--- src/include/shell_macros.svh ---
`ifndef SHELL_MACROS_SVH
`define SHELL_MACROS_SVH

// bus widths
`define SHELL_DATA_W   32
`define SHELL_ADDR_W   32
`define WIN_ADDR_W     30
`define DIRECT_ADDR_W  28

// profiler, one bit per 8 MB region of DRAM
`define PROF_W         128
`define PROF_LSB       23

// core physical DRAM starts here
`define CORE_DRAM_BASE 32'h8000_0000

// host register map
`define CSR_IDX_W      3
`define CSR_RESET      3'd0
`define CSR_BITBANG    3'd1
`define CSR_DRAM_BASE  3'd2
`define CSR_BB_BUSY    3'd3
`define CSR_PROF0      3'd4

`endif

--- src/source/shell_bus_pkg.sv ---
`include "shell_macros.svh"

package shell_bus_pkg;

   // host and core data word
   typedef logic [`SHELL_DATA_W-1:0] data_t;

   // core physical address, also the DRAM address
   typedef logic [`SHELL_ADDR_W-1:0] addr_t;

   // windowed host port, top two bits already dropped by the host
   typedef logic [`WIN_ADDR_W-1:0] win_addr_t;

   // direct host port
   typedef logic [`DIRECT_ADDR_W-1:0] direct_addr_t;

endpackage

--- src/source/shell_csr_pkg.sv ---
`include "shell_macros.svh"

package shell_csr_pkg;

   // host register index
   typedef logic [`CSR_IDX_W-1:0] csr_idx_t;

   // region touch bits
   typedef logic [`PROF_W-1:0] prof_t;

   // bit-bang sequence: present data, raise clock, drop clock
   typedef enum logic [1:0] {
      BB_IDLE,
      BB_DATA,
      BB_CLK_HI,
      BB_CLK_LO
   } bb_state_e;

endpackage

--- src/source/host_csr_regs.sv ---
`include "shell_macros.svh"

module host_csr_regs
   import shell_bus_pkg::*;
   import shell_csr_pkg::*;
(
   input  logic     aclk_i,
   input  logic     arst_n_i,
   input  logic     csr_we_i,
   input  csr_idx_t csr_widx_i,
   input  data_t    csr_wdata_i,
   input  csr_idx_t csr_ridx_i,
   input  prof_t    prof_i,
   input  logic     bb_busy_i,
   output data_t    csr_rdata_o,
   output logic     sys_reset_n_o,
   output logic     bb_v_o,
   output logic     bb_bit_o,
   output addr_t    dram_base_o
);

   data_t      reset_r;
   data_t      bitbang_r;
   addr_t      dram_base_r;
   logic       bb_v_r;
   data_t      rdata_r;
   data_t      rdata_mux;
   logic [1:0] prof_word;

   ////////////////////////////////////////
   // host writes
   always_ff @(posedge aclk_i or negedge arst_n_i) begin
      if (!arst_n_i) begin
         reset_r     <= '0;
         bitbang_r   <= '0;
         dram_base_r <= '0;
         bb_v_r      <= 1'b0;
      end else begin
         // strobe lines up with the new bit-bang value
         bb_v_r <= csr_we_i && (csr_widx_i == `CSR_BITBANG);
         if (csr_we_i) begin
            case (csr_widx_i)
               `CSR_RESET:     reset_r     <= csr_wdata_i;
               `CSR_BITBANG:   bitbang_r   <= csr_wdata_i;
               `CSR_DRAM_BASE: dram_base_r <= csr_wdata_i;
               default: ;
            endcase
         end
      end
   end

   ////////////////////////////////////////
   // readback, registered
   // indices 4 to 7 map to profiler words 0 to 3
   assign prof_word = 2'(csr_ridx_i - `CSR_PROF0);

   always_comb begin
      case (csr_ridx_i)
         `CSR_RESET:     rdata_mux = reset_r;
         `CSR_BITBANG:   rdata_mux = bitbang_r;
         `CSR_DRAM_BASE: rdata_mux = dram_base_r;
         `CSR_BB_BUSY:   rdata_mux = {{(`SHELL_DATA_W-1){1'b0}}, bb_busy_i};
         default:        rdata_mux = prof_i[prof_word*`SHELL_DATA_W +: `SHELL_DATA_W];
      endcase
   end

   always_ff @(posedge aclk_i or negedge arst_n_i) begin
      if (!arst_n_i) begin
         rdata_r <= '0;
      end else begin
         rdata_r <= rdata_mux;
      end
   end

   assign csr_rdata_o   = rdata_r;
   // core reset is active low, held in bit 0
   assign sys_reset_n_o = reset_r[0];
   assign bb_v_o        = bb_v_r;
   assign bb_bit_o      = bitbang_r[0];
   assign dram_base_o   = dram_base_r;

endmodule

--- src/source/host_port_arbiter.sv ---
`include "shell_macros.svh"

module host_port_arbiter
   import shell_bus_pkg::*;
(
   input  logic         aclk_i,
   input  logic         arst_n_i,
   input  logic         w_req_i,
   input  logic         w_we_i,
   input  win_addr_t    w_addr_i,
   input  data_t        w_wdata_i,
   output logic         w_gnt_o,
   input  logic         d_req_i,
   input  logic         d_we_i,
   input  direct_addr_t d_addr_i,
   input  data_t        d_wdata_i,
   output logic         d_gnt_o,
   input  logic         core_ready_i,
   output logic         core_v_o,
   output logic         core_we_o,
   output addr_t        core_addr_o,
   output data_t        core_wdata_o
);

   addr_t w_addr_xlat;
   addr_t d_addr_xlat;
   logic  core_free;
   logic  w_gnt;
   logic  d_gnt;
   logic  prio_d_r;
   logic  core_v_r;
   logic  core_we_r;
   addr_t core_addr_r;
   data_t core_wdata_r;

   ////////////////////////////////////////
   // address translation
   // window 0x0xxx_xxxx goes to core DRAM at 0x8xxx_xxxx,
   // window 0x2xxx_xxxx goes to core local space at 0x0xxx_xxxx
   assign w_addr_xlat = {~w_addr_i[`WIN_ADDR_W-1], 3'b000, w_addr_i[27:0]};
   assign d_addr_xlat = {{(`SHELL_ADDR_W-`DIRECT_ADDR_W){1'b0}}, d_addr_i};

   ////////////////////////////////////////
   // round-robin grant
   // output register is free when empty or draining this cycle
   assign core_free = !core_v_r || core_ready_i;

   // prio_d_r is set when w won last, so d wins the next tie
   assign w_gnt = core_free && w_req_i && (!d_req_i || !prio_d_r);
   assign d_gnt = core_free && d_req_i && (!w_req_i || prio_d_r);

   always_ff @(posedge aclk_i or negedge arst_n_i) begin
      if (!arst_n_i) begin
         core_v_r <= 1'b0;
         prio_d_r <= 1'b0;
      end else begin
         if (w_gnt || d_gnt) begin
            core_v_r <= 1'b1;
            prio_d_r <= w_gnt;
         end else if (core_ready_i) begin
            core_v_r <= 1'b0;
         end
      end
   end

   // request fields, loaded on grant and held until accepted
   always_ff @(posedge aclk_i) begin
      if (w_gnt) begin
         core_we_r    <= w_we_i;
         core_addr_r  <= w_addr_xlat;
         core_wdata_r <= w_wdata_i;
      end else if (d_gnt) begin
         core_we_r    <= d_we_i;
         core_addr_r  <= d_addr_xlat;
         core_wdata_r <= d_wdata_i;
      end
   end

   assign w_gnt_o      = w_gnt;
   assign d_gnt_o      = d_gnt;
   assign core_v_o     = core_v_r;
   assign core_we_o    = core_we_r;
   assign core_addr_o  = core_addr_r;
   assign core_wdata_o = core_wdata_r;

endmodule

--- src/source/dram_addr_map.sv ---
`include "shell_macros.svh"

module dram_addr_map
   import shell_bus_pkg::*;
   import shell_csr_pkg::*;
(
   input  logic  aclk_i,
   input  logic  arst_n_i,
   input  logic  sys_reset_n_i,
   input  addr_t dram_base_i,
   input  logic  dram_v_i,
   input  addr_t dram_addr_i,
   output logic  dram_v_o,
   output addr_t dram_addr_o,
   output prof_t prof_o
);

   logic                        dram_v_r;
   addr_t                       dram_addr_r;
   prof_t                       prof_r;
   logic [$clog2(`PROF_W)-1:0]  region;

   ////////////////////////////////////////
   // rebasing, one stage, no stall
   always_ff @(posedge aclk_i or negedge arst_n_i) begin
      if (!arst_n_i) begin
         dram_v_r <= 1'b0;
      end else begin
         dram_v_r <= dram_v_i;
      end
   end

   // strip the core DRAM base, then add the host-allocated base
   always_ff @(posedge aclk_i) begin
      dram_addr_r <= (dram_addr_i ^ `CORE_DRAM_BASE) + dram_base_i;
   end

   ////////////////////////////////////////
   // region touch profiler
   assign region = dram_addr_i[`PROF_LSB +: $clog2(`PROF_W)];

   always_ff @(posedge aclk_i or negedge arst_n_i) begin
      if (!arst_n_i) begin
         prof_r <= '0;
      end else if (!sys_reset_n_i) begin
         prof_r <= '0;
      end else if (dram_v_i) begin
         prof_r[region] <= 1'b1;
      end
   end

   assign dram_v_o    = dram_v_r;
   assign dram_addr_o = dram_addr_r;
   assign prof_o      = prof_r;

endmodule

--- src/source/tag_bitbang.sv ---
module tag_bitbang
   import shell_csr_pkg::*;
(
   input  logic aclk_i,
   input  logic arst_n_i,
   input  logic bb_v_i,
   input  logic bb_bit_i,
   output logic bb_busy_o,
   output logic tag_clk_o,
   output logic tag_data_o
);

   bb_state_e state_r;
   logic      tag_clk_r;
   logic      tag_data_r;

   // tag clock comes straight from a flop, no decode glitches
   always_ff @(posedge aclk_i or negedge arst_n_i) begin
      if (!arst_n_i) begin
         state_r    <= BB_IDLE;
         tag_clk_r  <= 1'b0;
         tag_data_r <= 1'b0;
      end else begin
         case (state_r)
            BB_IDLE: begin
               // strobes outside idle are lost
               if (bb_v_i) begin
                  tag_data_r <= bb_bit_i;
                  state_r    <= BB_DATA;
               end
            end
            BB_DATA: begin
               tag_clk_r <= 1'b1;
               state_r   <= BB_CLK_HI;
            end
            BB_CLK_HI: begin
               tag_clk_r <= 1'b0;
               state_r   <= BB_CLK_LO;
            end
            default: begin
               state_r <= BB_IDLE;
            end
         endcase
      end
   end

   assign bb_busy_o  = (state_r != BB_IDLE);
   assign tag_clk_o  = tag_clk_r;
   assign tag_data_o = tag_data_r;

endmodule

--- src/source/zynq_shell_top.sv ---
module zynq_shell_top
   import shell_bus_pkg::*;
   import shell_csr_pkg::*;
(
   input  logic         aclk_i,
   input  logic         arst_n_i,
   // host register port
   input  logic         csr_we_i,
   input  csr_idx_t     csr_widx_i,
   input  data_t        csr_wdata_i,
   input  csr_idx_t     csr_ridx_i,
   output data_t        csr_rdata_o,
   // windowed host port
   input  logic         w_req_i,
   input  logic         w_we_i,
   input  win_addr_t    w_addr_i,
   input  data_t        w_wdata_i,
   output logic         w_gnt_o,
   // direct host port
   input  logic         d_req_i,
   input  logic         d_we_i,
   input  direct_addr_t d_addr_i,
   input  data_t        d_wdata_i,
   output logic         d_gnt_o,
   // core request bus
   input  logic         core_ready_i,
   output logic         core_v_o,
   output logic         core_we_o,
   output addr_t        core_addr_o,
   output data_t        core_wdata_o,
   // core DRAM side
   input  logic         dram_v_i,
   input  addr_t        dram_addr_i,
   output logic         dram_v_o,
   output addr_t        dram_addr_o,
   output logic         sys_reset_n_o,
   output logic         tag_clk_o,
   output logic         tag_data_o
);

   prof_t prof;
   addr_t dram_base;
   logic  bb_v;
   logic  bb_bit;
   logic  bb_busy;

   host_csr_regs i_csr (
      .aclk_i(aclk_i), .arst_n_i(arst_n_i), .csr_we_i(csr_we_i), .csr_widx_i(csr_widx_i),
      .csr_wdata_i(csr_wdata_i), .csr_ridx_i(csr_ridx_i), .prof_i(prof),
      .bb_busy_i(bb_busy), .csr_rdata_o(csr_rdata_o), .sys_reset_n_o(sys_reset_n_o),
      .bb_v_o(bb_v), .bb_bit_o(bb_bit), .dram_base_o(dram_base)
   );

   host_port_arbiter i_arb (
      .aclk_i(aclk_i), .arst_n_i(arst_n_i),
      .w_req_i(w_req_i), .w_we_i(w_we_i), .w_addr_i(w_addr_i), .w_wdata_i(w_wdata_i),
      .w_gnt_o(w_gnt_o),
      .d_req_i(d_req_i), .d_we_i(d_we_i), .d_addr_i(d_addr_i), .d_wdata_i(d_wdata_i),
      .d_gnt_o(d_gnt_o),
      .core_ready_i(core_ready_i), .core_v_o(core_v_o), .core_we_o(core_we_o),
      .core_addr_o(core_addr_o), .core_wdata_o(core_wdata_o)
   );

   dram_addr_map i_dram (
      .aclk_i(aclk_i), .arst_n_i(arst_n_i), .sys_reset_n_i(sys_reset_n_o),
      .dram_base_i(dram_base), .dram_v_i(dram_v_i), .dram_addr_i(dram_addr_i),
      .dram_v_o(dram_v_o), .dram_addr_o(dram_addr_o), .prof_o(prof)
   );

   tag_bitbang i_bb (
      .aclk_i(aclk_i), .arst_n_i(arst_n_i), .bb_v_i(bb_v), .bb_bit_i(bb_bit),
      .bb_busy_o(bb_busy), .tag_clk_o(tag_clk_o), .tag_data_o(tag_data_o)
   );

endmodule

--- config.mk ---
export PLATFORM = sky130hd
export DESIGN_NAME = zynq_shell_top
export DESIGN_NICKNAME = d
export VERILOG_FILES = /design/src/source/shell_bus_pkg.sv /design/src/source/shell_csr_pkg.sv /design/src/source/host_csr_regs.sv /design/src/source/host_port_arbiter.sv /design/src/source/dram_addr_map.sv /design/src/source/tag_bitbang.sv /design/src/source/zynq_shell_top.sv
export VERILOG_INCLUDE_DIRS = /design/src /design/src/include
export SDC_FILE = /design/constraint.sdc
export NUM_CORES = 1
export LEC_CHECK = 0
export ABC_AREA = 0
export BUFFER_PORTS_ARGS = -buffer_cell sky130_fd_sc_hd__clkbuf_2
export CAP_MARGIN = 20
export CELL_PAD_IN_SITES_DETAIL_PLACEMENT = 2
export CELL_PAD_IN_SITES_GLOBAL_PLACEMENT = 2
export CORE_AREA = 3 3 211 234
export DETAILED_ROUTE_END_ITERATION = 10
export DIE_AREA = 0 0 214 237
export GPL_TIMING_DRIVEN = 0
export PLACE_DENSITY_LB_ADDON = 0.1
export SETUP_SLACK_MARGIN = 0.15
export SLEW_MARGIN = 10
export SYNTH_ARGS = -nofsm -noshare
export SYNTH_HDL_FRONTEND = slang
export SYNTH_SLANG_ARGS = --single-unit
--- constraint.sdc ---
create_clock -name aclk_i -period 2.89 [get_ports aclk_i]
set_input_delay 0.1445 -clock aclk_i [delete_from_list [all_inputs] [get_ports aclk_i]]
set_output_delay 0.1445 -clock aclk_i [all_outputs]
set_load 0.01 [all_outputs]
# ---- Word-level counts from Yosys, hierarchy flattened
# Cells that the tools add are included.
dict set report classes {
  add_sub_neg 2
  mul 0
  div 0
  n_lt_le_gt_ge 2
  eq_ne 9
  shift 1
  muxes 16
  n_bitwise 3
  reduce_logical 25
}
# op count
set ops {}
lappend ops {{128-bit 2-to-1 mux} 2}
lappend ops {{32-bit 2-to-1 mux} 4}
lappend ops {{128-bit OR} 1}
lappend ops {{32-bit case mux with 4 select lines} 1}
lappend ops {{128-bit by 8-bit indexed part select with 32-bit output} 1}
lappend ops {{32-bit adder} 1}
lappend ops {{3-bit by 2-bit == test with 1-bit output, second input constant} 3}
lappend ops {{7-bit by 8-bit less-than comparator with 1-bit output, second input constant} 1}
lappend ops {{2-bit AND reduction} 4}
lappend ops {{2-bit nonzero test} 4}
lappend ops {{1-bit demux with 7-bit select} 1}
lappend ops {{7-bit by 1-bit greater-or-equal comparator with 1-bit output, second input constant} 1}
lappend ops {{3-bit by 1-bit == test with 1-bit output, second input constant} 2}
lappend ops {{1-bit logical AND} 6}
lappend ops {{3-bit logical NOT} 2}
lappend ops {{2-bit case mux with 3 select lines} 1}
lappend ops {{1-bit 2-to-1 mux} 5}
lappend ops {{1-bit logical NOT} 4}
lappend ops {{1-bit logical OR} 4}
lappend ops {{2-bit != test, second input constant} 2}
lappend ops {{2-bit by 1-bit == test with 1-bit output, second input constant} 1}
lappend ops {{2-bit == test, second input constant} 1}
lappend ops {{2-bit logical NOT} 1}
lappend ops {{2-bit 2-to-1 mux} 1}
lappend ops {{3 further kinds} 4}
dict set report totals {
  regBits 358
  latchBits 0
  ram_bits 0
  romBits 0
  inputBits 201
  elab_cells 74
  memories 0
}

# ---- Longest topological paths before layout
# Gate-level depths: netlist (run 1).
dict set report logic_depth {
  ltp_word 7
  mapped_depth 9
}

# ---- By module
# Synthesis (run 1) repeated with hierarchy kept, for this count alone.
dict set report hier_totals {
  cells_unflattened 1333
  area_unflattened_um2 16803.6
}
# module instances cells_per_inst area_per_inst_um2
set modules_own_cells {}
lappend modules_own_cells {dram_addr_map 1 738 7394.6}
lappend modules_own_cells {host_csr_regs 1 431 6226.0}
lappend modules_own_cells {host_port_arbiter 1 148 2986.6}
lappend modules_own_cells {tag_bitbang 1 16 196.4}

# ---- Least setup slack after synthesis (run 1)
# No wires, ideal clock.
dict set report synth_path {
  kind {register -> register}
  from {reg i_arb.core_v_r, in the netlist i_arb.core_v_o}
  to {reg i_arb.core_addr_r[0], in the netlist i_arb.core_addr_o[0], enable pin}
  setup_ns 0.680
  arrival_time_ns 1.968
  slack_ns 0.242
  stages_incl_launch_ff 5
  period_less_slack_ns 2.648
  cell_sequence {dfrtp_1 nand2b_1 nand3_1 buf_1 nand2_1}
}
dict set report synth_via {
  elab_chain_len 5
  elab_cells_between_ends 7
  cone_classes {reduce/logical (7)}
}
# element line_no
set synth_rtl {}
lappend synth_rtl {{start: declaration} host_port_arbiter.sv:31} ;# logic core_v_r;
lappend synth_rtl {{start signal: assignment} host_port_arbiter.sv:54} ;# core_v_r <= 1'b0;
lappend synth_rtl {{start signal: assignment} host_port_arbiter.sv:58} ;# core_v_r <= 1'b1;
lappend synth_rtl {{start signal: assignment} host_port_arbiter.sv:61} ;# core_v_r <= 1'b0;
lappend synth_rtl {{1-bit logical NOT (*)} host_port_arbiter.sv:46} ;# assign core_free = !core_v_r || core_ready_i;
lappend synth_rtl {{1-bit logical OR (*)} host_port_arbiter.sv:46}
lappend synth_rtl {{1-bit logical AND, on equally long branches (2 in series)} {host_port_arbiter.sv:50, host_port_arbiter.sv:49}}
lappend synth_rtl {{2-bit nonzero test (no source line) (*)} --}
lappend synth_rtl {{end signal: assignment} host_port_arbiter.sv:70} ;# core_addr_r <= w_addr_xlat;
lappend synth_rtl {{end signal: assignment} host_port_arbiter.sv:74} ;# core_addr_r <= d_addr_xlat;
lappend synth_rtl {{end: declaration} host_port_arbiter.sv:33} ;# addr_t core_addr_r;
# Every way passes the cells marked *; elsewhere a longest branch is shown, timed or not.
# A chain may end at the register's enable or synchronous reset.

# ---- Worst setup path after layout (run 1)
dict set report layout_path {
  from {reg i_csr.dram_base_r[0], in the netlist i_csr.dram_base_o[0]}
  to {reg i_dram.dram_addr_r[28], in the netlist i_dram.dram_addr_o[28]}
}
dict set report layout_via {
  elab_chain_len 1
}
# element line_no
set layout_rtl {}
lappend layout_rtl {{start: declaration} host_csr_regs.sv:24} ;# addr_t dram_base_r;
lappend layout_rtl {{start signal: assignment} host_csr_regs.sv:45} ;# `CSR_DRAM_BASE: dram_base_r <= csr_wdata_i;
lappend layout_rtl {{32-bit adder} dram_addr_map.sv:35} ;# dram_addr_r <= (dram_addr_i ^ `CORE_DRAM_BASE) + dram_base_i;
lappend layout_rtl {{end signal: assignment} dram_addr_map.sv:35}
lappend layout_rtl {{end: declaration} dram_addr_map.sv:19} ;# addr_t dram_addr_r;
# No other way between the ends.

==> impl_results.rst, run 1 <==
.. list-table::
   :header-rows: 1

   * - Metric
     - Value
   * - Count of different cell masters after synthesis
     - 63
   * - Critical Path Max Stage Delay
     - 440 ps
   * - Post-detailed-route DRC marker count
     - 0
   * - Clock group share of total power
     - 35.0%
   * - Total die area
     - 50720 um^2
   * - Die height
     - 237 um
   * - Met3 track demand over resource
     - 3.593%
   * - Endpoint class of the critical path
     - register
   * - Initial DRT Pass Iterations
     - 5
   * - Worst setup slack for register-to-register paths
     - 240 ps
   * - Average wire per cell in the routed design
     - 24.38 um
   * - Clock latency at the later pin of the worst-skew pair
     - 580 ps
   * - Startpoint kind of the worst setup timing path
     - register
   * - Number of warnings issued by yosys
     - 0
   * - Minimum clock period
     - 2650 ps
   * - Number of nets with antenna violations after routing
     - 0
   * - Share of final-layout standard cells stronger than drive strength 1
     - 27.30%
   * - Fraction of the cycle the final worst path needs
     - 91.69%
   * - Most frequent cells in the layout
     - sky130_fd_sc_hd__clkbuf_2, sky130_fd_sc_hd__dfrtp_1, sky130_fd_sc_hd__nand2_1
   * - Sequential share of the synthesized area
     - 55.26%
   * - Worst vdd ir
     - 405.0 uV
   * - Internal power summed over all cells
     - 11.01 mW
   * - Unrepaired setup endpoints after global routing
     - yes
   * - Antenna violations before repair
     - 1
   * - Effective utilization at floorplan
     - 34.77%
   * - Critical Path AT
     - 3110 ps
   * - Cell at the root of the clock tree
     - sky130_fd_sc_hd__clkbuf_16
   * - Number of clock sinks seen by CTS
     - 358
   * - Cell with the biggest individual delay on the critical path
     - sky130_fd_sc_hd__dfrtp_2
   * - Switching fraction of total power
     - 31.12%
   * - # Max-Cap Violations
     - 0
   * - Number of register bits inferred by synthesis
     - 358
   * - Worst setup path class
     - register to register
   * - Count of routing violations after the opening detailed-route iteration
     - 587
   * - Synthesis-to-layout area growth
     - 35.39%
   * - Status
     - finished, final reports clean
   * - Nets
     - 2278
   * - TritonCTS clock tree
     - built
   * - Overflow left after global routing
     - 0
   * - Worst-case clock buffer depth
     - 3
   * - Largest net degree at the start of global routing
     - 96
   * - Met1 Resource Use GR
     - 30.20%
   * - Actual transition at the worst max-transition pin
     - 1119 ps
   * - Commonest register cell after synthesis
     - sky130_fd_sc_hd__dfrtp_1
   * - Number of filler instances in the final layout
     - 4909
   * - Worst R2R Start
     - i_csr.dram_base_o[0]
   * - Post-route total power
     - 15.99 mW
   * - Total wire length after detailed routing
     - 66420 um
   * - Fmax achieved
     - 377.4 MHz
   * - Largest fanout on the critical path
     - 4
   * - Proportion of register bits with asynchronous set or reset after synthesis
     - 73.74%
   * - Number of buffer cells added on primary ports
     - 330
   * - Final hold vios
     - 0
   * - Total area of multi-input combinational cells
     - 6918 um^2
   * - Die W
     - 214 um
   * - Max_slew headroom
     - 24.80%
   * - Top-level port count
     - 337
   * - Overall global routing resource usage
     - 26.01%
   * - Vias in the first global route
     - 16190
   * - H-tree levels
     - 2
   * - CTS clock-pin slew for the worst setup and hold paths
     - 60 ps
   * - Cell area after synthesis
     - 16480 um^2
   * - Setup-failing EPs final
     - 0
   * - Placed Instances
     - 2470
   * - Number of flops mapped to enable cells by yosys
     - 62
   * - Busiest grt layer
     - met2
   * - Min-Delay Startpoint
     - dram_addr_i[31]
   * - Max-slew violation total from the final report
     - 0
   * - Synth Area per Inst
     - 11.11 um^2
   * - Class of the tightest hold or removal check
     - input pin to register
   * - Filler-free cell count of the finished design
     - 2724
   * - Routed via count
     - 13900
   * - Net switching power
     - 4.976 mW
   * - Power density over the cells
     - 716.5 nW/um^2
   * - Commonest non-fill, non-tap cell in the layout
     - sky130_fd_sc_hd__clkbuf_2
   * - Area share of the largest cell type after synthesis
     - 40.08%
   * - Setup tns final
     - 0 ps
   * - Critical Path RT
     - 3350 ps
   * - Dominant cell type by area after synthesis
     - sky130_fd_sc_hd__dfrtp_1
   * - Wire length of the first global-routing pass
     - 100400 um
   * - Routability cong.
     - 0.8143
   * - Static leakage
     - 10.09 nW
   * - List of cells traversed by the critical path
     - ha_2 -> fa_2 -> a21o_1 -> a221oi_4 -> o21ai_4 -> a211oi_4 -> buf_4 -> o21ai_1 -> mux2i_1 -> nand2_1
   * - Dominant cells by area after synthesis
     - sky130_fd_sc_hd__dfrtp_1, sky130_fd_sc_hd__edfxtp_1, sky130_fd_sc_hd__mux2_2
   * - Share of power burned in combinational logic
     - 25.0%
   * - Combined flip-flop and latch cell area
     - 9110 um^2
   * - Worst setup skew after layout
     - 18.73 ps
   * - GR Layer Usage met2
     - 48.08%
   * - CTS Buf Count
     - 43
   * - Origin of the worst setup path
     - i_csr.dram_base_o[0]
   * - Core Rows
     - 84
   * - Vias per inst
     - 5.103
   * - Utilization after layout
     - 47.08%
   * - DP Wirelength
     - 45220 um
   * - Core box area
     - 47400 um^2
   * - Register share of total power
     - 40.0%
   * - Count of mapped cells out of synthesis
     - 1483
[Yosys cell counts, types with 16 or more instances]
library cell,instances
sky130_fd_sc_hd__mux2_2,87
sky130_fd_sc_hd__mux2i_1,33
sky130_fd_sc_hd__inv_1,46
sky130_fd_sc_hd__nand2_1,220
sky130_fd_sc_hd__dfrtp_1,264
sky130_fd_sc_hd__a21oi_1,153
sky130_fd_sc_hd__xnor2_1,16
sky130_fd_sc_hd__a211oi_1,34
sky130_fd_sc_hd__edfxtp_1,62
sky130_fd_sc_hd__nor2b_1,101
sky130_fd_sc_hd__ha_1,34
sky130_fd_sc_hd__o21a_1,35
sky130_fd_sc_hd__nor2_1,89
sky130_fd_sc_hd__mux4_2,33
sky130_fd_sc_hd__nor3_1,17
sky130_fd_sc_hd__clkbuf_1,60
sky130_fd_sc_hd__dfxtp_1,32
[kinds of logic (layout without fill, tap and decap cells)]
logic type	after synthesis	in the layout	synth area share, %
adder cells (fa/ha/maj)	35	35	2.703
multiplexers	164	164	13.21
AO/OA/AOI/OAI	285	285	10.63
other	1	5	0.02275
XOR/XNOR	27	27	1.435
buffers and inverters	129	721	3.105
AND/OR/NAND/NOR	484	484	13.63
flip-flops	358	358	55.26
[area by class of cell]
type,count,share of cell area (%)
Antenna cell,2,0.02243
Buffer,82,1.508
Clock buffer,65,5.691
Clock inverter,15,0.7681
Inverter,47,0.7906
Multi-Input combinational cell,998,31.00
Sequential cell,358,40.82
Tap cell,645,3.616
Timing Repair Buffer,512,15.78
[stage by stage]
step	hold slack (ps)	cell area, um^2	setup slack [ps]
2_1_floorplan	-151.1	16490	242.2
3_3_place_gp	368.5	18950	-4098
3_5_place_dp	62.04	19120	-92.87
4_1_cts	7.065	22280	150.1
5_1_grt	53.52	22320	84.56
6_report	35.88	22320	240.2
[power groups by stage]
stage | combinational [mW] | sequential (mW) | clock, mW
global route | 4.37 | 6.49 | 5.93
floorplan | 1.87 | 6.58 | 0
CTS | 3.94 | 6.38 | 5.72
finish | 4.00 | 6.40 | 5.59
detailed placement | 3.58 | 6.46 | 0
global placement | 3.42 | 6.44 | 0
[state kept, by name, summed over array words and instances (netlist names), 2 cells and up]
signal,flops
i_arb.core_addr_o,29
i_dram.prof_o,128
i_csr.csr_rdata_o,32
i_csr.bitbang_r,32
i_dram.dram_addr_o,32
i_bb.state_r,2
i_arb.core_wdata_o,32
i_csr.dram_base_o,32
i_csr.reset_r,32
[path summary, 6_finish.rpt]
kind                            cells past startpoint                     end
worst max-delay path                               10  i_dram.dram_addr_o[28]
worst min-delay path                                4  i_dram.dram_addr_o[31]
worst max register to register                     10  i_dram.dram_addr_o[28]
worst min register to register                      1       i_dram.prof_o[89]
max in group asynchronous                           4       i_dram.prof_o[93]
min in group asynchronous                           2       i_csr.reset_r[10]
[critical path, delay by kind of cell (launching register included)]
kind            cells  cell delay [ps]
compound gates      5             1050
fa+ha+maj           2              590
simple gates        1               80
mux                 1              180
flops               1              440
buf+inv             1              190
[timing repair]
action | CTS | global route
setup buffers | 3 | 1
gates resized for setup | 3 | 6
hold buffers | 168 | 0
pin swaps | 3 | 1
endpoints found under the setup margin | 6 | 45
endpoints found under the hold margin | 381 | 0
[metal layers]
metal / share of wire [%] / wire length, um
met2: 53 / 35090
met1: 39 / 26180
met3: 3.5 / 2354
met4: 4.1 / 2699
met5: 0.14 / 95
(Power assumes the default switching activity.)
==> run 2: changes to the inputs <==
--- a/config.mk
+++ b/config.mk
@@ -9,7 +9,7 @@
 export ABC_AREA = 0
 export BUFFER_PORTS_ARGS = -buffer_cell sky130_fd_sc_hd__clkbuf_2
 export CAP_MARGIN = 20
-export CELL_PAD_IN_SITES_DETAIL_PLACEMENT = 2
+export CELL_PAD_IN_SITES_DETAIL_PLACEMENT = 0
 export CELL_PAD_IN_SITES_GLOBAL_PLACEMENT = 2
 export CORE_AREA = 3 3 211 234
 export DETAILED_ROUTE_END_ITERATION = 10
==> run 2 against run 1 <==
Die area unchanged. Utilization grew 0.19 points. Clock-buffer cell count up 1. Fmax grew 2.6%. Worst hold slack worse by 12 ps. Clock skew rose by 8.4 ps. Total power shrank 0.99%. Combinational power shrank 5.0%. Wire length down 17%. Cell area grew 0.40%. Critical path type unchanged.
==> impl_results.rst, run 2 (synthesis gave the netlist of run 1 again) <==
.. list-table::
   :header-rows: 1

   * - Metric
     - Value
   * - Status
     - finished, final reports clean
   * - Clock group share of total power
     - 36.0%
   * - Commonest non-fill, non-tap cell in the layout
     - sky130_fd_sc_hd__clkbuf_2
   * - Worst setup skew after layout
     - 27.09 ps
   * - Top-level port count
     - 337
   * - Pre-CTS worst setup slack
     - -10.50 ps
   * - Routed via count
     - 13120
   * - Number of filler instances in the final layout
     - 4551
   * - Cell with the biggest individual delay on the critical path
     - sky130_fd_sc_hd__dfrtp_2
   * - Static leakage
     - 10.14 nW
   * - Antenna violations before repair
     - 1
   * - Worst setup path class
     - register to register
   * - Synthesis-to-layout area growth
     - 35.93%
   * - Critical Path RT
     - 3380 ps
   * - Fmax achieved
     - 387.2 MHz
   * - Endpoint class of the critical path
     - register
   * - Core Rows
     - 84
   * - Power density over the cells
     - 706.6 nW/um^2
   * - Max reg flops
     - 128
   * - Count of routing violations after the opening detailed-route iteration
     - 696
   * - Net switching power
     - 4.655 mW
   * - DP Wirelength
     - 40460 um
   * - Max_slew headroom
     - 30.67%
   * - H-tree levels
     - 2
   * - Routability cong.
     - 0.8143
   * - TritonCTS clock tree
     - built
   * - Most frequent cells in the layout
     - sky130_fd_sc_hd__clkbuf_2, sky130_fd_sc_hd__dfrtp_1, sky130_fd_sc_hd__nand2_1
   * - Share of final-layout standard cells stronger than drive strength 1
     - 27.16%
   * - Setup-failing EPs final
     - 0
   * - List of cells traversed by the critical path
     - ha_2 -> fa_2 -> a21o_1 -> a221oi_4 -> o21ai_4 -> a211oi_4 -> buf_4 -> o31ai_2 -> a31oi_2 -> xnor2_1
   * - Register share of total power
     - 40.1%
   * - Fraction of the cycle the final worst path needs
     - 89.38%
   * - Post-route total power
     - 15.83 mW
   * - Total wire length after detailed routing
     - 55180 um
   * - Unrepaired setup endpoints after global routing
     - no
   * - Worst Reg-to-Reg Cells
     - 10
   * - Max-slew violation total from the final report
     - 0
   * - Clock latency at the later pin of the worst-skew pair
     - 570 ps
   * - Worst setup slack after layout
     - 307.0 ps
   * - Post-detailed-route DRC marker count
     - 0
   * - Buf/Inv on CP
     - 1
   * - Actual transition at the worst max-transition pin
     - 1038 ps
   * - Number of buffer cells added on primary ports
     - 330
   * - Total die area
     - 50720 um^2
   * - Worst setup slack for register-to-register paths
     - 310 ps
   * - Die height
     - 237 um
   * - CTS Buf Count
     - 42
   * - CTS clock-pin slew for the worst setup and hold paths
     - 60 ps
   * - Average wire per cell in the routed design
     - 20.24 um
   * - Die W
     - 214 um
   * - Vias per inst
     - 4.814
   * - Worst R2R Start
     - i_csr.dram_base_o[0]
   * - Internal power summed over all cells
     - 11.17 mW
   * - Overflow left after global routing
     - 0
   * - Core box area
     - 47400 um^2
   * - Switching fraction of total power
     - 29.41%
   * - Largest fanout on the critical path
     - 4
   * - Wire length of the first global-routing pass
     - 83290 um
   * - Nets
     - 2282
   * - Family with the most delay on the worst path
     - compound AO/OA/AOI/OAI gates
   * - Critical Path Max Stage Delay
     - 440 ps
   * - Final hold vios
     - 0
   * - Worst-case clock buffer depth
     - 3
   * - Number of nets with antenna violations after routing
     - 0
   * - Overall global routing resource usage
     - 21.55%
   * - Endpoint of the most critical register-to-register path
     - i_dram.dram_addr_o[30]
   * - Final Hold Slack
     - 23.78 ps
   * - Vias in the first global route
     - 13700
   * - Effective utilization at floorplan
     - 34.77%
   * - Critical Path AT
     - 3070 ps
   * - Startpoint kind of the worst setup timing path
     - register
   * - Class of the tightest hold or removal check
     - input pin to asynchronous set/reset pin
   * - Number of clock sinks seen by CTS
     - 358
   * - Combined flip-flop and latch cell area
     - 9110 um^2
   * - Largest net degree at the start of global routing
     - 96
   * - Minimum clock period
     - 2583 ps
   * - # Max-Cap Violations
     - 0
   * - Share of power burned in combinational logic
     - 24.0%
   * - Worst vdd ir
     - 363.9 uV
   * - Total area of multi-input combinational cells
     - 6905 um^2
   * - Cell at the root of the clock tree
     - sky130_fd_sc_hd__clkbuf_16
   * - Initial DRT Pass Iterations
     - 5
[run 2: changes by cell type in the layout (fill, tap and decap cells not counted), sizes merged]
cell	change
dlygate4sd3	+6
clkinv	-4
buf	-1
clkbuf	+1
clkinvlp	+1
diode	-1
[run 2: how the worst max path moves through the flow]
| stage | startpoint | to | slack (ps) | cells past startpoint |
|---|---|---|---|---|
| 5_1_grt | i_csr.dram_base_o[18] | i_dram.dram_addr_o[30] | 150 | 9 |
| 4_1_cts | i_csr.dram_base_o[0] | i_dram.dram_addr_o[30] | 160 | 10 |
| 6_report | i_csr.dram_base_o[0] | i_dram.dram_addr_o[30] | 310 | 10 |
| 3_3_place_gp | arst_n_i | i_dram.prof_o[92] | -4100 | 1 |
| 3_5_place_dp | i_csr.dram_base_o[0] | i_dram.dram_addr_o[28] | -10 | 9 |
| 2_1_floorplan | i_arb.core_v_o | i_arb.core_addr_o[0] | 240 | 4 |
[run 2: through the flow]
| stage | cells | cell area [um^2] | utilization (%) | setup TNS (ps) |
|---|---|---|---|---|
| CTS | 2725 | 22400 | 47.25 | 0 |
| global placement | 2460 | 18950 | 39.97 | -1122200 |
| global route | 2726 | 22400 | 47.27 | 0 |
| finish | 2726 | 22400 | 47.27 | 0 |
| detailed placement | 2470 | 19120 | 40.33 | -10.50 |
| floorplan | 1485 | 16490 | - | 0 |
[run 2: routing by layer]
layer	vias up	track usage, %	wire length, um
met5	-	0	0
met1	6492	27.89	24150
met4	0	6.557	1453
met2	266	37.80	27810
li1	6289	-	-
met3	75	2.785	1769
[run 2: cell type report]
cell class                 instances  share of cell area, %
buffer                            82                  1.497
inverter                          47                 0.7874
sequential                       358                  40.66
clock inverter                    12                 0.6534
multi-input combinational        998                  30.82
antenna                            1                0.01117
tap                              645                  3.602
timing repair buffer             517                  15.95
clock buffer                      66                  6.015
[run 2: power by group through the flow]
| stage | combinational, mW | clock [mW] | sequential, mW |
|---|---|---|---|
| floorplan | 1.87 | 0 | 6.58 |
| global placement | 3.42 | 0 | 6.44 |
| detailed placement | 3.47 | 0 | 6.44 |
| CTS | 3.83 | 5.87 | 6.35 |
| global route | 4.17 | 6.03 | 6.43 |
| finish | 3.80 | 5.69 | 6.34 |
[run 2: timing repair]
item                       4_1_cts  5_1_grt
hold buffers                   174        0
gates resized for setup          3        2
buffers inserted                 3        0
gates cloned                     0        0
hold endpoints to repair       386        0
setup endpoints to repair        5        6
pin swaps                        2        2
==> run 3: changes to the inputs <==
--- a/config.mk
+++ b/config.mk
@@ -8,12 +8,12 @@
 export LEC_CHECK = 0
 export ABC_AREA = 0
 export BUFFER_PORTS_ARGS = -buffer_cell sky130_fd_sc_hd__clkbuf_2
-export CAP_MARGIN = 20
 export CELL_PAD_IN_SITES_DETAIL_PLACEMENT = 0
 export CELL_PAD_IN_SITES_GLOBAL_PLACEMENT = 2
-export CORE_AREA = 3 3 211 234
+export CORE_AREA = 3 3 206 228
+export CTS_BUF_LIST = sky130_fd_sc_hd__clkbuf_2 sky130_fd_sc_hd__clkbuf_4 sky130_fd_sc_hd__clkbuf_8
 export DETAILED_ROUTE_END_ITERATION = 10
-export DIE_AREA = 0 0 214 237
+export DIE_AREA = 0 0 209 231
 export GPL_TIMING_DRIVEN = 0
 export PLACE_DENSITY_LB_ADDON = 0.1
 export SETUP_SLACK_MARGIN = 0.15
==> run 3 against run 2 <==
Highest routed layer is now met5. Critical path type unchanged. Largest cell class unchanged. Die area is 4.8% lower. Non-clock buffer count rose by 6. Clock skew grew 12 ps.
==> impl_results.rst, run 3 (synthesis gave the netlist of run 1 again) <==
.. list-table::
   :header-rows: 1

   * - Metric
     - Value
   * - Antenna Diode Count
     - 0
   * - Utilization after layout
     - 50.10%
   * - Post-detailed-route DRC marker count
     - 0
   * - Die height
     - 231 um
   * - Met3 track demand over resource
     - 3.602%
   * - Busiest grt layer
     - met2
   * - # Max-Cap Violations
     - 0
   * - Vias per inst
     - 4.904
   * - Static leakage
     - 10.18 nW
   * - Setup tns final
     - 0 ps
   * - Critical Path AT
     - 3130 ps
   * - Die W
     - 209 um
   * - Worst setup slack for register-to-register paths
     - 280 ps
   * - Minimum clock period
     - 2605 ps
   * - Wire length of the first global-routing pass
     - 83080 um
   * - Cell area after layout
     - 22340 um^2
   * - Commonest non-fill, non-tap cell in the layout
     - sky130_fd_sc_hd__clkbuf_2
   * - Final hold vios
     - 0
   * - Number of clock sinks seen by CTS
     - 358
   * - Number of filler instances in the final layout
     - 4266
   * - Switching fraction of total power
     - 30.34%
   * - Overall global routing resource usage
     - 22.53%
   * - DP Wirelength
     - 39290 um
   * - H-tree levels
     - 3
   * - Vias in the first global route
     - 14060
   * - Effective utilization at floorplan
     - 36.96%
   * - Share of final-layout standard cells stronger than drive strength 1
     - 28.62%
   * - Count of routing violations after the opening detailed-route iteration
     - 772
   * - GR Layer Usage met2
     - 38.77%
   * - Combined flip-flop and latch cell area
     - 9109 um^2
   * - Nets
     - 2313
   * - Share of power burned in combinational logic
     - 24.6%
   * - Power density over the cells
     - 693.0 nW/um^2
   * - Most frequent cells in the layout
     - sky130_fd_sc_hd__clkbuf_2, sky130_fd_sc_hd__dfrtp_1, sky130_fd_sc_hd__nand2_1
   * - Total area of multi-input combinational cells
     - 6910 um^2
   * - Number of nets with antenna violations after routing
     - 0
   * - Number of buffer cells added on primary ports
     - 330
   * - Class of the tightest hold or removal check
     - input pin to register
   * - Overflow left after global routing
     - 0
   * - Status
     - finished, final reports clean
   * - Total wire length after detailed routing
     - 54450 um
   * - Fmax achieved
     - 383.8 MHz
   * - Register share of total power
     - 40.9%
   * - Initial DRT Pass Iterations
     - 5
   * - Net switching power
     - 4.698 mW
   * - Max reg flops
     - 128
   * - Largest net degree at the start of global routing
     - 90
   * - Top-level port count
     - 337
   * - Total die area
     - 48280 um^2
   * - Internal power summed over all cells
     - 10.79 mW
   * - Actual transition at the worst max-transition pin
     - 1274 ps
   * - Worst setup skew after layout
     - 39.38 ps
   * - Unrepaired setup endpoints after global routing
     - no
   * - Cell Area, Placed
     - 18970 um^2
   * - TritonCTS clock tree
     - built
   * - Max_slew headroom
     - 14.42%
   * - Core box area
     - 44590 um^2
   * - Core Rows
     - 81
   * - Routed via count
     - 13290
   * - Cell at the root of the clock tree
     - sky130_fd_sc_hd__clkbuf_8
   * - Max-slew violation total from the final report
     - 0
   * - Critical Path RT
     - 3410 ps
   * - Endpoint class of the critical path
     - register
   * - Antenna violations before repair
     - 2
   * - Startpoint kind of the worst setup timing path
     - register
   * - Fraction of the cycle the final worst path needs
     - 90.15%
   * - Setup-failing EPs final
     - 0
   * - Worst setup path class
     - register to register
   * - CTS clock-pin slew for the worst setup and hold paths
     - 60 ps
   * - Synthesis-to-layout area growth
     - 35.56%
   * - Routability cong.
     - 0.8515
   * - Largest fanout on the critical path
     - 4
   * - Worst-case clock buffer depth
     - 3
   * - Clock latency at the later pin of the worst-skew pair
     - 640 ps
   * - Worst vdd ir
     - 410.0 uV
   * - CTS Buf Count
     - 67
   * - Met1 Resource Use GR
     - 28.68%
   * - Average wire per cell in the routed design
     - 20.10 um
   * - Clock group share of total power
     - 34.4%
[run 3: changes by cell type in the layout (fill, tap and decap cells not counted), sizes merged]
cell	delta
buf	-7
clkbuf	+38
clkinvlp	+2
dlygate4sd3	+12
diode	-1
clkinv	+3
[run 3: repair_timing]
| item | in CTS | in global routing |
|---|---|---|
| gates cloned | 0 | 0 |
| setup endpoints to repair | 5 | 5 |
| gates resized for setup | 3 | 4 |
| endpoints found under the hold margin | 270 | 0 |
| hold buffers | 186 | 0 |
| pin swaps | 3 | 3 |
| setup buffers | 2 | 2 |
[run 3: per-stage QoR]
| stage | instances | setup WS (ps) | hold WS [ps] | total power, mW |
|---|---|---|---|---|
| 6_report | 2709 | 284.8 | 49.01 | 15.48 |
| 5_1_grt | 2709 | 161.2 | 33.11 | 16.33 |
| 4_1_cts | 2707 | 152.4 | 1.039 | 15.67 |
| 3_5_place_dp | 2399 | 44.07 | 257.5 | 9.899 |
| 3_3_place_gp | 2396 | -4094 | 370.3 | 9.847 |
| 2_1_floorplan | 1485 | 242.2 | -151.1 | 8.445 |
[run 3: power groups by stage]
| stage | combinational (mW) | sequential, mW | clock, mW |
|---|---|---|---|
| 6_report | 3.82 | 6.34 | 5.33 |
| 5_1_grt | 4.20 | 6.43 | 5.70 |
| 4_1_cts | 3.83 | 6.35 | 5.50 |
| 3_5_place_dp | 3.46 | 6.44 | 0 |
| 3_3_place_gp | 3.42 | 6.43 | 0 |
| 2_1_floorplan | 1.87 | 6.58 | 0 |
[run 3: metal layers]
metal	vias to the layer above	share of wire (%)
li1	6350	-
met5	-	0.042
met2	298	50
met3	108	4.4
met4	4	3.1
met1	6526	42
[run 3: worst paths after layout]
path	startpoint	to	depth (start not counted)
worst max-delay path	i_csr.dram_base_o[0]	i_dram.dram_addr_o[30]	10
worst min-delay path	csr_ridx_i[2]	i_csr.csr_rdata_o[0]	2
worst max register to register	i_csr.dram_base_o[0]	i_dram.dram_addr_o[30]	10
worst min register to register	i_dram.prof_o[89]	i_dram.prof_o[89]	1
max in group asynchronous	arst_n_i	i_csr.dram_base_o[22]	3
min in group asynchronous	arst_n_i	i_dram.prof_o[72]	2
[run 3: area by class of cell]
| type | instances | area share (%) |
|---|---|---|
| inverter | 47 | 0.7896 |
| buffer | 82 | 1.506 |
| multi-input combinational | 998 | 30.93 |
| tap | 581 | 3.254 |
| sequential | 358 | 40.77 |
| clock buffer | 103 | 5.673 |
| timing repair buffer | 523 | 16.28 |
| clock inverter | 17 | 0.7952 |
[run 3: worst max-delay path, stage by stage, from the launching register on]
cell and delay [ps]:
sky130_fd_sc_hd__dfrtp_1 420, sky130_fd_sc_hd__ha_2 220, sky130_fd_sc_hd__fa_1 400, sky130_fd_sc_hd__a21o_1 240, sky130_fd_sc_hd__a221oi_4 320, sky130_fd_sc_hd__o21ai_4 140
sky130_fd_sc_hd__a211oi_4 220, sky130_fd_sc_hd__buf_6 160, sky130_fd_sc_hd__o31ai_4 70, sky130_fd_sc_hd__a31oi_2 180, sky130_fd_sc_hd__xnor2_1 130
